### config.mk
export PLATFORM = sky130hd
export DESIGN_NAME = irq_top
export DESIGN_NICKNAME = d
export VERILOG_FILES = /design/src/logic/irq_pkg.sv /design/src/logic/irq_regs.sv /design/src/logic/irq_arbiter.sv /design/src/logic/irq_dispatch.sv /design/src/logic/irq_top.sv
export VERILOG_INCLUDE_DIRS = /design/src /design/src/logic
export SDC_FILE = /design/constraint.sdc
export NUM_CORES = 1
export LEC_CHECK = 0
export BUFFER_PORTS_ARGS = -buffer_cell sky130_fd_sc_hd__buf_4
export CAP_MARGIN = 20
export CORE_MARGIN = 10
export CORE_UTILIZATION = 45
export DETAILED_ROUTE_END_ITERATION = 10
export PLACE_DENSITY = 0.79
export SLEW_MARGIN = 0
export SYNTH_ARGS = -nofsm -noshare
export SYNTH_HDL_FRONTEND = slang
export SYNTH_HIERARCHICAL = 1
export SYNTH_SLANG_ARGS = --single-unit
### constraint.sdc
create_clock -name clk -period 2.3 [get_ports clk]
set_input_delay 0.575 -clock clk [delete_from_list [all_inputs] [get_ports clk]]
set_output_delay 0.575 -clock clk [all_outputs]
set_load 0.005 [all_outputs]
### src/logic/irq_settings.svh
// Memory map and vector layout of the handheld CPU; only the low IRQ_NUM_SRC flag bits exist
`ifndef IRQ_SETTINGS_SVH
`define IRQ_SETTINGS_SVH

// CPU bus addresses of the two interrupt registers
`define IRQ_IE_ADDR 16'hffff // Enable register, top of the map
`define IRQ_IF_ADDR 16'hff0f // Flag register, in the I/O page

// Vector address of source n is IRQ_VEC_BASE + n * IRQ_VEC_STRIDE
`define IRQ_VEC_BASE 16'h0040 // vblank lands here
`define IRQ_VEC_STRIDE 8 // Bytes between handler slots

// Implemented sources, counted from bit 0
// vblank, lcd_stat, timer, serial and joypad in that order.
// IF bits at and above this count are not stored and read back as ones.
`define IRQ_NUM_SRC 5

`endif

### src/logic/irq_pkg.sv
// Types shared by the interrupt controller; the flag layout assumes exactly five named sources
`default_nettype none

package irq_pkg;

	// One CPU bus cycle as seen by the register block
	typedef struct packed {
		logic [15:0] addr;
		logic [7:0]  wdata;
		logic        wr; // Write strobe for this cycle
		logic        rd; // Read strobe, rdata idles at 8'hff otherwise
	} cpu_bus_s;

	// Named view of an IE or IF byte, bit 0 is the highest priority
	typedef struct packed {
		logic [2:0] unused; // Bits 7 to 5, no source behind them
		logic       joypad;
		logic       serial;
		logic       timer;
		logic       lcd_stat;
		logic       vblank;
	} irq_src_s;

	// The bus side sees a plain byte, the arbiter sees named sources
	typedef union packed {
		logic [7:0] raw;
		irq_src_s   src;
	} irq_flags_u;

	// Vector handed to the CPU in the cycle after an accepted ack
	typedef struct packed {
		logic        valid;
		logic [15:0] addr;
	} irq_vec_s;

endpackage

`default_nettype wire

### src/logic/irq_regs.sv
// IE keeps all 8 bits but IF stores only IRQ_NUM_SRC bits; any unmapped or non-read cycle gives 8'hff
`timescale 1ns/1ps
`default_nettype none

`include "irq_settings.svh"

module irq_regs import irq_pkg::*; (
	input  wire              clk,
	input  wire              rst,
	input  wire cpu_bus_s    bus,
	input  wire logic [7:0]  trig,     // Source pulses, one cycle each
	input  wire logic [7:0]  clr_mask, // From the dispatcher on an accepted ack
	output logic [7:0]       rdata,
	output irq_flags_u       ie_q,
	output irq_flags_u       if_q
);

	localparam int NSRC = `IRQ_NUM_SRC;
	localparam int PAD  = 8 - NSRC; // Flag bits with no storage

	logic [7:0]      ie_bits;
	logic [NSRC-1:0] if_bits;
	logic [NSRC-1:0] if_base;
	logic [NSRC-1:0] if_next;
	logic [7:0]      rd_mux;
	logic            ie_sel;
	logic            if_sel;

	// Address decode
	assign ie_sel = (bus.addr == `IRQ_IE_ADDR);
	assign if_sel = (bus.addr == `IRQ_IF_ADDR);

	// Bus write replaces, then the ack clears, then triggers set
	always_comb begin
		if_base = (bus.wr && if_sel) ? bus.wdata[NSRC-1:0] : if_bits;
		if_next = (if_base & ~clr_mask[NSRC-1:0]) | trig[NSRC-1:0]; // Trigger wins
	end

	always_ff @(posedge clk) begin
		if (rst) begin
			ie_bits <= '0;
			if_bits <= '0;
		end else begin
			if (bus.wr && ie_sel)
				ie_bits <= bus.wdata;
			if_bits <= if_next;
		end
	end

	// Read mux
	always_comb begin
		rd_mux = 8'hff; // Open bus
		if (ie_sel)
			rd_mux = ie_bits;
		else if (if_sel)
			rd_mux = {{PAD{1'b1}}, if_bits}; // Missing flags read high
	end

	assign rdata = bus.rd ? rd_mux : 8'hff;

	// The arbiter sees zeros in the flag bits that have no storage
	assign ie_q.raw = ie_bits;
	assign if_q.raw = {{PAD{1'b0}}, if_bits};

endmodule

`default_nettype wire

### src/logic/irq_arbiter.sv
// Purely combinational fixed priority with bit 0 highest; IE bits 7 to 5 never yield a request
`timescale 1ns/1ps
`default_nettype none

`include "irq_settings.svh"

module irq_arbiter import irq_pkg::*; (
	input  wire irq_flags_u ie_q,
	input  wire irq_flags_u if_q,
	output logic            pending,  // Some enabled source is flagged
	output logic [2:0]      win_idx,  // Index of the winning source
	output logic [7:0]      win_mask  // One-hot copy of win_idx
);

	localparam int NSRC = `IRQ_NUM_SRC;

	irq_flags_u live; // Enabled and flagged, built per source

	// Gate each named source with its own enable
	always_comb begin
		live.src.vblank   = ie_q.src.vblank   & if_q.src.vblank;
		live.src.lcd_stat = ie_q.src.lcd_stat & if_q.src.lcd_stat;
		live.src.timer    = ie_q.src.timer    & if_q.src.timer;
		live.src.serial   = ie_q.src.serial   & if_q.src.serial;
		live.src.joypad   = ie_q.src.joypad   & if_q.src.joypad;
		live.src.unused   = '0; // Enable alone is not a request
	end

	assign pending = |live.raw;

	// Scan from the top so the lowest set bit is left standing
	always_comb begin
		win_idx  = '0;
		win_mask = '0;
		for (int i = NSRC - 1; i >= 0; i--) begin
			if (live.raw[i]) begin
				win_idx  = 3'(i);
				win_mask = 8'(1) << i;
			end
		end
	end

endmodule

`default_nettype wire

### src/logic/irq_dispatch.sv
// IME takes effect on the edge after ei with no extra delay; one dispatch in flight at a time
`timescale 1ns/1ps
`default_nettype none

`include "irq_settings.svh"

module irq_dispatch import irq_pkg::*; (
	input  wire             clk,
	input  wire             rst,
	input  wire             ei,
	input  wire             di,
	input  wire             pending,
	input  wire logic [2:0] win_idx,
	input  wire logic [7:0] win_mask,
	input  wire             irq_ack,
	output logic            irq_req,
	output logic [7:0]      clr_mask,
	output irq_vec_s        vec
);

	logic       ime;
	logic       ack_ok;  // Ack seen while a request is up
	logic       vec_vld;
	logic [2:0] vec_idx; // Source taken on the last ack

	assign irq_req = ime & pending;
	assign ack_ok  = irq_ack & irq_req; // A stray ack does nothing

	// Winning flag drops at the same edge that samples the ack
	assign clr_mask = ack_ok ? win_mask : 8'h00;

	// Master enable
	always_ff @(posedge clk) begin
		if (rst)
			ime <= 1'b0;
		else if (ack_ok || di) // Dispatch and di both close the gate
			ime <= 1'b0;
		else if (ei)
			ime <= 1'b1;
	end

	always_ff @(posedge clk) begin
		if (rst)
			vec_vld <= 1'b0;
		else
			vec_vld <= ack_ok; // Single cycle pulse
	end

	always_ff @(posedge clk) begin
		if (ack_ok)
			vec_idx <= win_idx;
	end

	// Handler address from the registered index
	assign vec.valid = vec_vld;
	assign vec.addr  = `IRQ_VEC_BASE + 16'(vec_idx) * 16'(`IRQ_VEC_STRIDE);

endmodule

`default_nettype wire

### src/logic/irq_top.sv
// Single clock and separate read data in place of the shared data bus; no HALT wake-up
`timescale 1ns/1ps
`default_nettype none

module irq_top import irq_pkg::*; (
	input  wire             clk,
	input  wire             rst,
	input  wire cpu_bus_s   bus,
	input  wire logic [7:0] trig,
	input  wire             ei,
	input  wire             di,
	input  wire             irq_ack,
	output logic [7:0]      rdata,
	output logic            irq_req,
	output irq_vec_s        vec
);

	irq_flags_u ie_q;
	irq_flags_u if_q;
	logic       pending;
	logic [2:0] win_idx;
	logic [7:0] win_mask;
	logic [7:0] clr_mask;

	irq_regs u_regs (
		.clk      (clk),
		.rst      (rst),
		.bus      (bus),
		.trig     (trig),
		.clr_mask (clr_mask),
		.rdata    (rdata),
		.ie_q     (ie_q),
		.if_q     (if_q)
	);

	irq_arbiter u_arbiter (
		.ie_q     (ie_q),
		.if_q     (if_q),
		.pending  (pending),
		.win_idx  (win_idx),
		.win_mask (win_mask)
	);

	irq_dispatch u_dispatch (
		.clk      (clk),
		.rst      (rst),
		.ei       (ei),
		.di       (di),
		.pending  (pending),
		.win_idx  (win_idx),
		.win_mask (win_mask),
		.irq_ack  (irq_ack),
		.irq_req  (irq_req),
		.clr_mask (clr_mask), // Back into IF
		.vec      (vec)
	);

endmodule

`default_nettype wire

=== Yosys cells after proc, flatten, opt, wreduce, memory -nomap -nowiden ===
Index checks and enable logic that the tools add are counted.

* Add/subtract/negate cells: 1
* Muxes and demuxes: 14
* Divide/modulo/power cells: 0
* Eq/ne operators: 2
* Bitwise gates (word level): 10
* Multipliers: 0
* Shifts and indexed selects: 0
* $lt $le $gt $ge: 0
* Reduce and logical (&&, ||, !) cells: 7

{| class="wikitable"
|+ Operators by type and width
! kind !! number
|-
| 2-to-1 mux 5 bit || 8
|-
| == test 16 bit (second input constant) || 2
|-
| 2-to-1 mux 8 bit || 2
|-
| adder 7 x 6 -> 8 bit (first input constant) || 1
|-
| bitwise AND 1 bit || 7
|-
| bitwise AND 5 bit || 1
|-
| inverter 5 bit || 1
|-
| OR 5 bit || 1
|-
| OR reduction 5 bit || 1
|-
| 2-to-1 mux 2 bit || 2
|-
| OR reduction 2 bit || 2
|-
| OR reduction 4 bit || 1
|-
| 2-to-1 mux 3 bit || 1
|-
| logical AND 1 bit || 2
|-
| logical OR 1 bit || 1
|-
| 2-to-1 mux 1 bit || 1
|}

* Output and inout bits: 26
* Memories kept: 0
* Bits in latches: 0
* Word-level logic and storage cells: 41
* ROM bits: 0
* Flip-flop bits (word level): 18
* Input port bits: 39
* Memory bits (writable): 0

=== Logic depth before layout (Yosys ltp) ===
Gate-level depths: netlist (run 1).

* Depth in word-level cells: 10
* Depth in mapped cells: 8
* Mapped depth without buffers: 7

=== Cells and area by module ===
Netlist (run 1), hierarchy kept.

{| class="wikitable"
|+ By module, submodules not included
! module !! sequential area each (um^2) !! times used !! cells an instance !! area each (um^2)
|-
| irq_regs || 260.2 || 1 || 92 || 788.3
|-
| irq_dispatch || 130.1 || 1 || 35 || 339.1
|-
| irq_arbiter || 0.0 || 1 || 21 || 135.1
|}

=== Worst setup path after synthesis (run 1) ===
OpenSTA, ideal clock, no wires.

* Path type: in2out
* From: input port bus[15] (netlist bit)
* To: output port rdata[0]
* Setup slack: 93 ps
* Path buffers: 0
* Data required time: 1725 ps
* Stages: 4
* Arrival: 1632 ps
* Cells stage by stage: or4_4 > nor3_4 > nand2_2 > o22a_1

* Cells in the longest elaborated chain, start to end: 4
* Elaborated cells between the ends (all ways): 5
* Classes of those cells: eq/ne: 2; mux: 3

{| class="wikitable"
|+ Ends and longest elaborated chain
! item !! line !! RTL
|-
| from (decl) || irq_top.sv:8 || <nowiki>input wire cpu_bus_s bus,</nowiki>
|-
| == test 16 bit (no source line) || n/a ||
|-
| 2-to-1 mux 5 bit || irq_regs.sv:55 || <nowiki>else if (if_sel)</nowiki>
|-
| 2-to-1 mux 8 bit * || irq_regs.sv:53 || <nowiki>if (ie_sel)</nowiki>
|-
| 2-to-1 mux 8 bit * || irq_regs.sv:59 || <nowiki>assign rdata = bus.rd ? rd_mux : 8'hff;</nowiki>
|-
| to (decl) || irq_top.sv:13 || <nowiki>output logic [7:0] rdata,</nowiki>
|}

Mark *: on every way between the ends. The rest lies on a longest branch, timed or not.

=== Worst setup path in the final report (run 1) ===
* From: input port bus[16] (netlist bit)
* To: output port rdata[0]

Same word-level chain as after synthesis.

==> results of run 1 <==
==> routing by layer <==
metal | wire (microns) | vias up | GRT usage
met5 | 0 | - | 0
met4 | 114 | 0 | 0.0925
met3 | 232 | 8 | 0.0386
met2 | 1630 | 55 | 0.203
met1 | 1390 | 540 | 0.134
li1 | - | 560 | -
==> per-stage QoR <==
step | total power, mW | cells | setup WS (ns) | hold slack [ns]
after floorplan | 0.391 | 148 | 0.0934 | 0.454
after global placement | 0.428 | 209 | -0.105 | 0.464
after detailed placement | 0.432 | 209 | -0.132 | 0.477
after CTS | 0.636 | 214 | -0.129 | 0.414
after global routing | 0.666 | 214 | -0.111 | 0.419
final | 0.629 | 214 | -0.0722 | 0.422
==> power groups by stage <==
stage	Sequential [mW]	Combinational, mW	Clock, mW
5_1_grt	0.338	0.0993	0.229
3_3_place_gp	0.342	0.0857	0
6_report	0.336	0.0906	0.202
4_1_cts	0.336	0.0895	0.210
3_5_place_dp	0.343	0.0884	0
2_1_floorplan	0.341	0.0501	0
==> final timing paths <==
| path | to | startpoint | slack (ns) |
|---|---|---|---|
| setup / recovery | rdata[0] | bus[16] | -0.07 |
| hold / removal | u_dispatch/ime | di | 0.42 |
| setup reg to reg | u_regs/if_bits[1] | u_regs/ie_q[0] | 0.43 |
| hold reg to reg | u_regs/ie_q[7] | u_regs/ie_q[7] | 0.49 |
==> state kept, by name, indices dropped and copies added, names as in the netlist <==
name,flops
u_dispatch/vec_idx,3
u_regs/ie_q,8
u_dispatch/ime,1
u_dispatch/vec_vld,1
u_regs/if_bits,5
==> area by class of cell <==
| type | count | area (sq um) | area share |
|---|---|---|---|
| inverter | 5 | 18.8 | 0.0119 |
| timing repair buffer | 52 | 405 | 0.258 |
| clock buffer | 4 | 36.3 | 0.0231 |
| tap | 30 | 37.5 | 0.0238 |
| multi-input combinational | 105 | 686 | 0.436 |
| sequential | 18 | 390 | 0.248 |
==> worst max-delay path, delay by kind of cell <==
family / cells / cell delay, ns
AO/OA/AOI/OAI: 1 / 0.19
buffers and inverters: 2 / 0.23
AND/OR/NAND/NOR: 3 / 0.80
==> what timing repair did <==
item / CTS / global route
resized for setup: 4 / 1
endpoints found under the setup margin: 5 / 8
setup buffers: 1 / 0
pin swaps: 8 / 2
==> impl_results.md, run 1 <==
- Outcome: finished, violations left
- Failing checks: negative setup slack
- Via count: roughly 1,200
- Final Setup Violations: 5
- Min Tclk post-route: around 2.4 ns
- Fillers: roughly 220
- Avg Vias per Cell: between 5 and 6
- First-pass GRT wire length: between 5000 and 6000 microns
- Total GRT Usage: 0.125
- Final setup TNS: -0.301 ns
- Layout cells sized above 1: 0.408
- Syn Inst Count: around 140
- Fin. max-slew vios: 0
- Sw frac: 0.236
- Vert. Die Dim: 71.5 microns
- Commonest non-fill, non-tap cell in the layout: buf_4
- Area growth, synth to finish: 32.1%
- CTS max path bufs: 2
- Critical path type: in -> out
- Pwr Density: between 300 and 400 nW/um^2
- Worst Path Required: roughly 1.7 ns
- Vias in the first global route: roughly 1,200
- Clock sink total: 18
- Port buffer count: 48
- Final nets: roughly 220
- Die Wd: ~71 microns
- Syn avg cell area: 8.69 sq um
- Largest net degree at the start of global routing: 26
- Core Rows: 18
- Worst setup margin: -0.0722 ns
- GRT Residual Overflow: 0
- Pre-antenna DRT Iters: 4
- Worst Reg2Reg Path Length in Cells: 6
- Worst setup EP type: output port
- CTS Hold Bufs: 0
- Comb power frac: 0.144
- Part of the power in registers: 0.535
- CP peak stage delay: around 0.53 ns
- Routability cong.: 0.798
- RSZ-0062 raised after global routing: true
- Int Pwr: ~0.48 mW
- Worst skew pair latency: 0.30 ns
- Worst path slowest cell: or4_4
- Crit path cell chain: buf_6, or4_4, nor3_4, nand2_2, o22a_1, buf_4
- Number of max-cap violations: 0
- # diodes: 0
- Starting Density: 0.476
- Clock-pin slew on the worst setup and hold paths: approximately 0.11 ns
- Final cycle utilization of the critical path: 1.03
- Sw power: 0.148 mW
- Worst IR Drop VDD: between 0.3 and 0.4 mV
- Synth warnings: 6
- Worst setup SP type: input pin
- DP HPWL: ~2700 microns
- CTS tree: done
- Placed Area: between 1500 and 2000 sq um
- Mapped cell area: around 1200 sq um
- Io pins: 65
- H-tree depth: 1
- Most frequent cells in the layout: buf_4, dfxtp_1, nand3_1
- Utilization after layout: 0.630
- Max Fclk: 422 MHz
- Core area: about 2500 sq um
- Power share of the clock group: 0.321
- CP arrival: ~1.8 ns
- Antenna violations before repair: 0
- Clock Skews: between 0.009 and 0.01 ns
- Hold Vio Cnt, Final: 0
- CP Max Fanout: 5
- Finished Cell Area: 1570 sq um
- Worst Hold Depth: 2
- Post-route ant nets: 0
- Die ar.: 5110 sq um
- Total wire length: between 3000 and 4000 microns
- Class of the worst hold path: in -> reg
- P_leak: approximately 0.7 nW
- Routed length per placed instance: ~16 microns
- Initial drt markers: just under 60
- CTS Buf Count: 3
- Root buffer cell: clkbuf_4
- DRC: 0
No activity file was read; power rests on OpenSTA's default activity.
==> run 2: changes to the inputs <==
--- a/config.mk
+++ b/config.mk
@@ -8,7 +8,6 @@
 export LEC_CHECK = 0
 export BUFFER_PORTS_ARGS = -buffer_cell sky130_fd_sc_hd__buf_4
 export CAP_MARGIN = 20
-export CORE_MARGIN = 10
 export CORE_UTILIZATION = 45
 export DETAILED_ROUTE_END_ITERATION = 10
 export PLACE_DENSITY = 0.79
==> run 2 against run 1 <==
The run still ends with negative setup slack left; clock skew fell by 0.0026 ns; critical endpoint is now rdata[1]; clock power fell by 19%; clock-buffer cell count did not move; sequential power barely moved; first-iteration DRC count fell by 69%.
==> impl_results.md, run 2 (synthesis results as in run 1) <==
- Outcome: finished, violations left (unchanged)
- Failing checks: negative setup slack (unchanged)
- Final Setup Violations: 5 (unchanged)
- Core Rows: 18 (unchanged)
- Starting Density: 0.476 (unchanged)
- Root buffer cell: clkbuf_4 (unchanged)
- Placed Area: 1510 sq um (unchanged)
- Worst Reg2Reg Path Length in Cells: 6 (unchanged)
- Multi-input gate area: 686 sq um (unchanged)
- P_leak: 0.687 nW (was 0.697 nW)
- RSZ-0062 raised after global routing: true (unchanged)
- Sw power: 0.139 mW (was 0.148 mW)
- Most frequent cells in the layout: buf_4, dfxtp_1, nand3_1 (unchanged)
- Largest register FFs: 8 (unchanged)
- Initial drt markers: 18 (was 58)
- Largest net degree at the start of global routing: 26 (unchanged)
- FF-to-FF End: u_regs/if_bits[2] (was u_regs/if_bits[1])
- Class of the worst hold path: in -> reg (unchanged)
- CTS Hold Bufs: 0 (unchanged)
- Worst Path Required: 1.73 ns (about the same)
- Total GRT Usage: 0.213 (was 0.125)
- Antenna violations before repair: 0 (unchanged)
- Clock Skews: 0.00678 ns (was 0.00934 ns)
- Die Wd: 53.5 microns (was 71.5 microns)
- CTS max path bufs: 2 (unchanged)
- Io pins: 65 (unchanged)
- GRT Residual Overflow: 0 (unchanged)
- Final cycle utilization of the critical path: 1.04 (was 1.03)
- Clock sink total: 18 (unchanged)
- Worst Hold End: u_dispatch/ime (unchanged)
- Pre-antenna DRT Iters: 4 (unchanged)
- Worst setup SP type: input pin (unchanged)
- Total Power: 0.590 mW (was 0.629 mW)
- Finished Cell Area: 1560 sq um (was 1570 sq um)
- Area growth, synth to finish: 31.0% (was 32.1%)
- # diodes: 0 (unchanged)
- CP Max Fanout: 5 (unchanged)
- Cell Count, Final, Fillers Out: 213 (was 214)
- Die ar.: 2860 sq um (was 5110 sq um)
- H-tree depth: 1 (unchanged)
- Total wire length: 2730 microns (was 3360 microns)
- Setup Fix Bufs, Post-CTS: 0 (was 1)
- Via count: 1,146 (was 1,163)
- Part of the power in registers: 0.570 (was 0.535)
- Sw frac: 0.235 (was 0.236)
- CTS Buf Count: 3 (unchanged)
- Vert. Die Dim: 53.5 microns (was 71.5 microns)
- R2R Setup Slk: 0.44 ns (was 0.43 ns)
- CTS tree: done (unchanged)
- Comb power frac: 0.152 (was 0.144)
- Max Fclk: 418 MHz (was 422 MHz)
- DP HPWL: 2170 microns (was 2740 microns)
- Worst IR Drop VDD: 0.238 mV (was 0.311 mV)
- Layout cells sized above 1: 0.399 (was 0.408)
- First-pass GRT wire length: 4400 microns (was 5270 microns)
- Final nets: 223 (was 224)
- Post-route ant nets: 0 (unchanged)
- Pwr Density: 378 nW/um^2 (was 399 nW/um^2)
- Min Tclk post-route: 2.39 ns (was 2.37 ns)
- Routability cong.: 0.757 (was 0.798)
- Placed Instances: 209 (unchanged)
- Avg Vias per Cell: 5.38 (was 5.43)
- Power share of the clock group: 0.278 (was 0.321)
- Hold Vio Cnt, Final: 0 (unchanged)
- Fin. max-slew vios: 0 (unchanged)
- Core area: 2500 sq um (unchanged)
- Port buffer count: 48 (unchanged)
- Worst hold start: di (unchanged)
- Worst setup margin: -0.0903 ns (was -0.0722 ns)
- DRC: 0 (unchanged)
- Critical path type: in -> out (unchanged)
- Fillers: 231 (was 219)
- Routed length per placed instance: 12.8 microns (was 15.7 microns)
- Worst Hold Depth: 2 (unchanged)
- Commonest non-fill, non-tap cell in the layout: buf_4 (unchanged)
- Clock-pin slew on the worst setup and hold paths: 0.11 ns (about the same)
- Worst skew pair latency: 0.29 ns (was 0.30 ns)
- Register area: 390 sq um (unchanged)
- Crit Reg-Reg Startpoint: u_regs/ie_q[0] (unchanged)
- Final setup TNS: -0.365 ns (was -0.301 ns)
- CP arrival: 1.82 ns (was 1.80 ns)
- Int Pwr: 0.451 mW (was 0.480 mW)
- Worst setup EP type: output port (unchanged)
- Number of max-cap violations: 0 (unchanged)
- Vias in the first global route: 1,067 (was 1,193)
## run 2: cell types whose count changed in the layout (fill, tap and decap cells not counted)
cell / previous run / this run
clkbuf_1: 0 / 1
clkbuf_8: 1 / 0
buf_4: 48 / 46
buf_6: 4 / 5
## run 2: timing repair
item / in CTS / in global routing
resized for setup: 2 / 4
pin swaps: 2 / 0
setup endpoints to repair: 5 / 8
## run 2: critical path, cell delays in order
cell and delay [ns]:
buf_6 0.09, or4_4 0.53, nor3_4 0.15, nand2_2 0.12, o22a_1 0.22, buf_6 0.12
## run 2: cell type report
class,instances,share of cell area
clock buffers,4,0.0168
inverters,5,0.0120
multi-input cells,105,0.439
flip-flops and latches,18,0.250
well taps,30,0.0241
repair buffers,51,0.257
## run 2: power by group through the flow
stage | sequential [mW] | clock (mW) | combinational [mW]
after floorplan | 0.341 | 0 | 0.0501
after global placement | 0.343 | 0 | 0.0853
after detailed placement | 0.343 | 0 | 0.0887
after CTS | 0.336 | 0.172 | 0.0898
after global routing | 0.338 | 0.184 | 0.0981
final | 0.336 | 0.164 | 0.0898
## run 2: per-stage QoR
| step | hold slack [ns] | worst slack [ns] | utilization |
|---|---|---|---|
| detailed placement | 0.470 | -0.114 | 0.605 |
| global route | 0.417 | -0.133 | 0.624 |
| finish | 0.435 | -0.0903 | 0.624 |
| CTS | 0.425 | -0.0914 | 0.619 |
| floorplan | 0.454 | 0.0934 | - |
| global placement | 0.464 | -0.104 | 0.605 |
## run 2: worst max path at each step
stage	start	end	slack, ns	depth (start not counted)
detailed placement	bus[15]	rdata[0]	-0.11	6
global placement	bus[15]	rdata[1]	-0.10	6
global route	bus[15]	rdata[0]	-0.13	6
floorplan	bus[15]	rdata[0]	0.09	4
finish	bus[15]	rdata[1]	-0.09	6
CTS	bus[15]	rdata[0]	-0.09	6
## run 2: routing by layer
| metal | global-route usage | part of all wire | routed length, microns |
|---|---|---|---|
| met5 | 0 | 0 | 0 |
| met4 | 0.0526 | 0.0037 | 10 |
| met3 | 0.0402 | 0.057 | 156 |
| met2 | 0.375 | 0.52 | 1420 |
| met1 | 0.260 | 0.42 | 1140 |
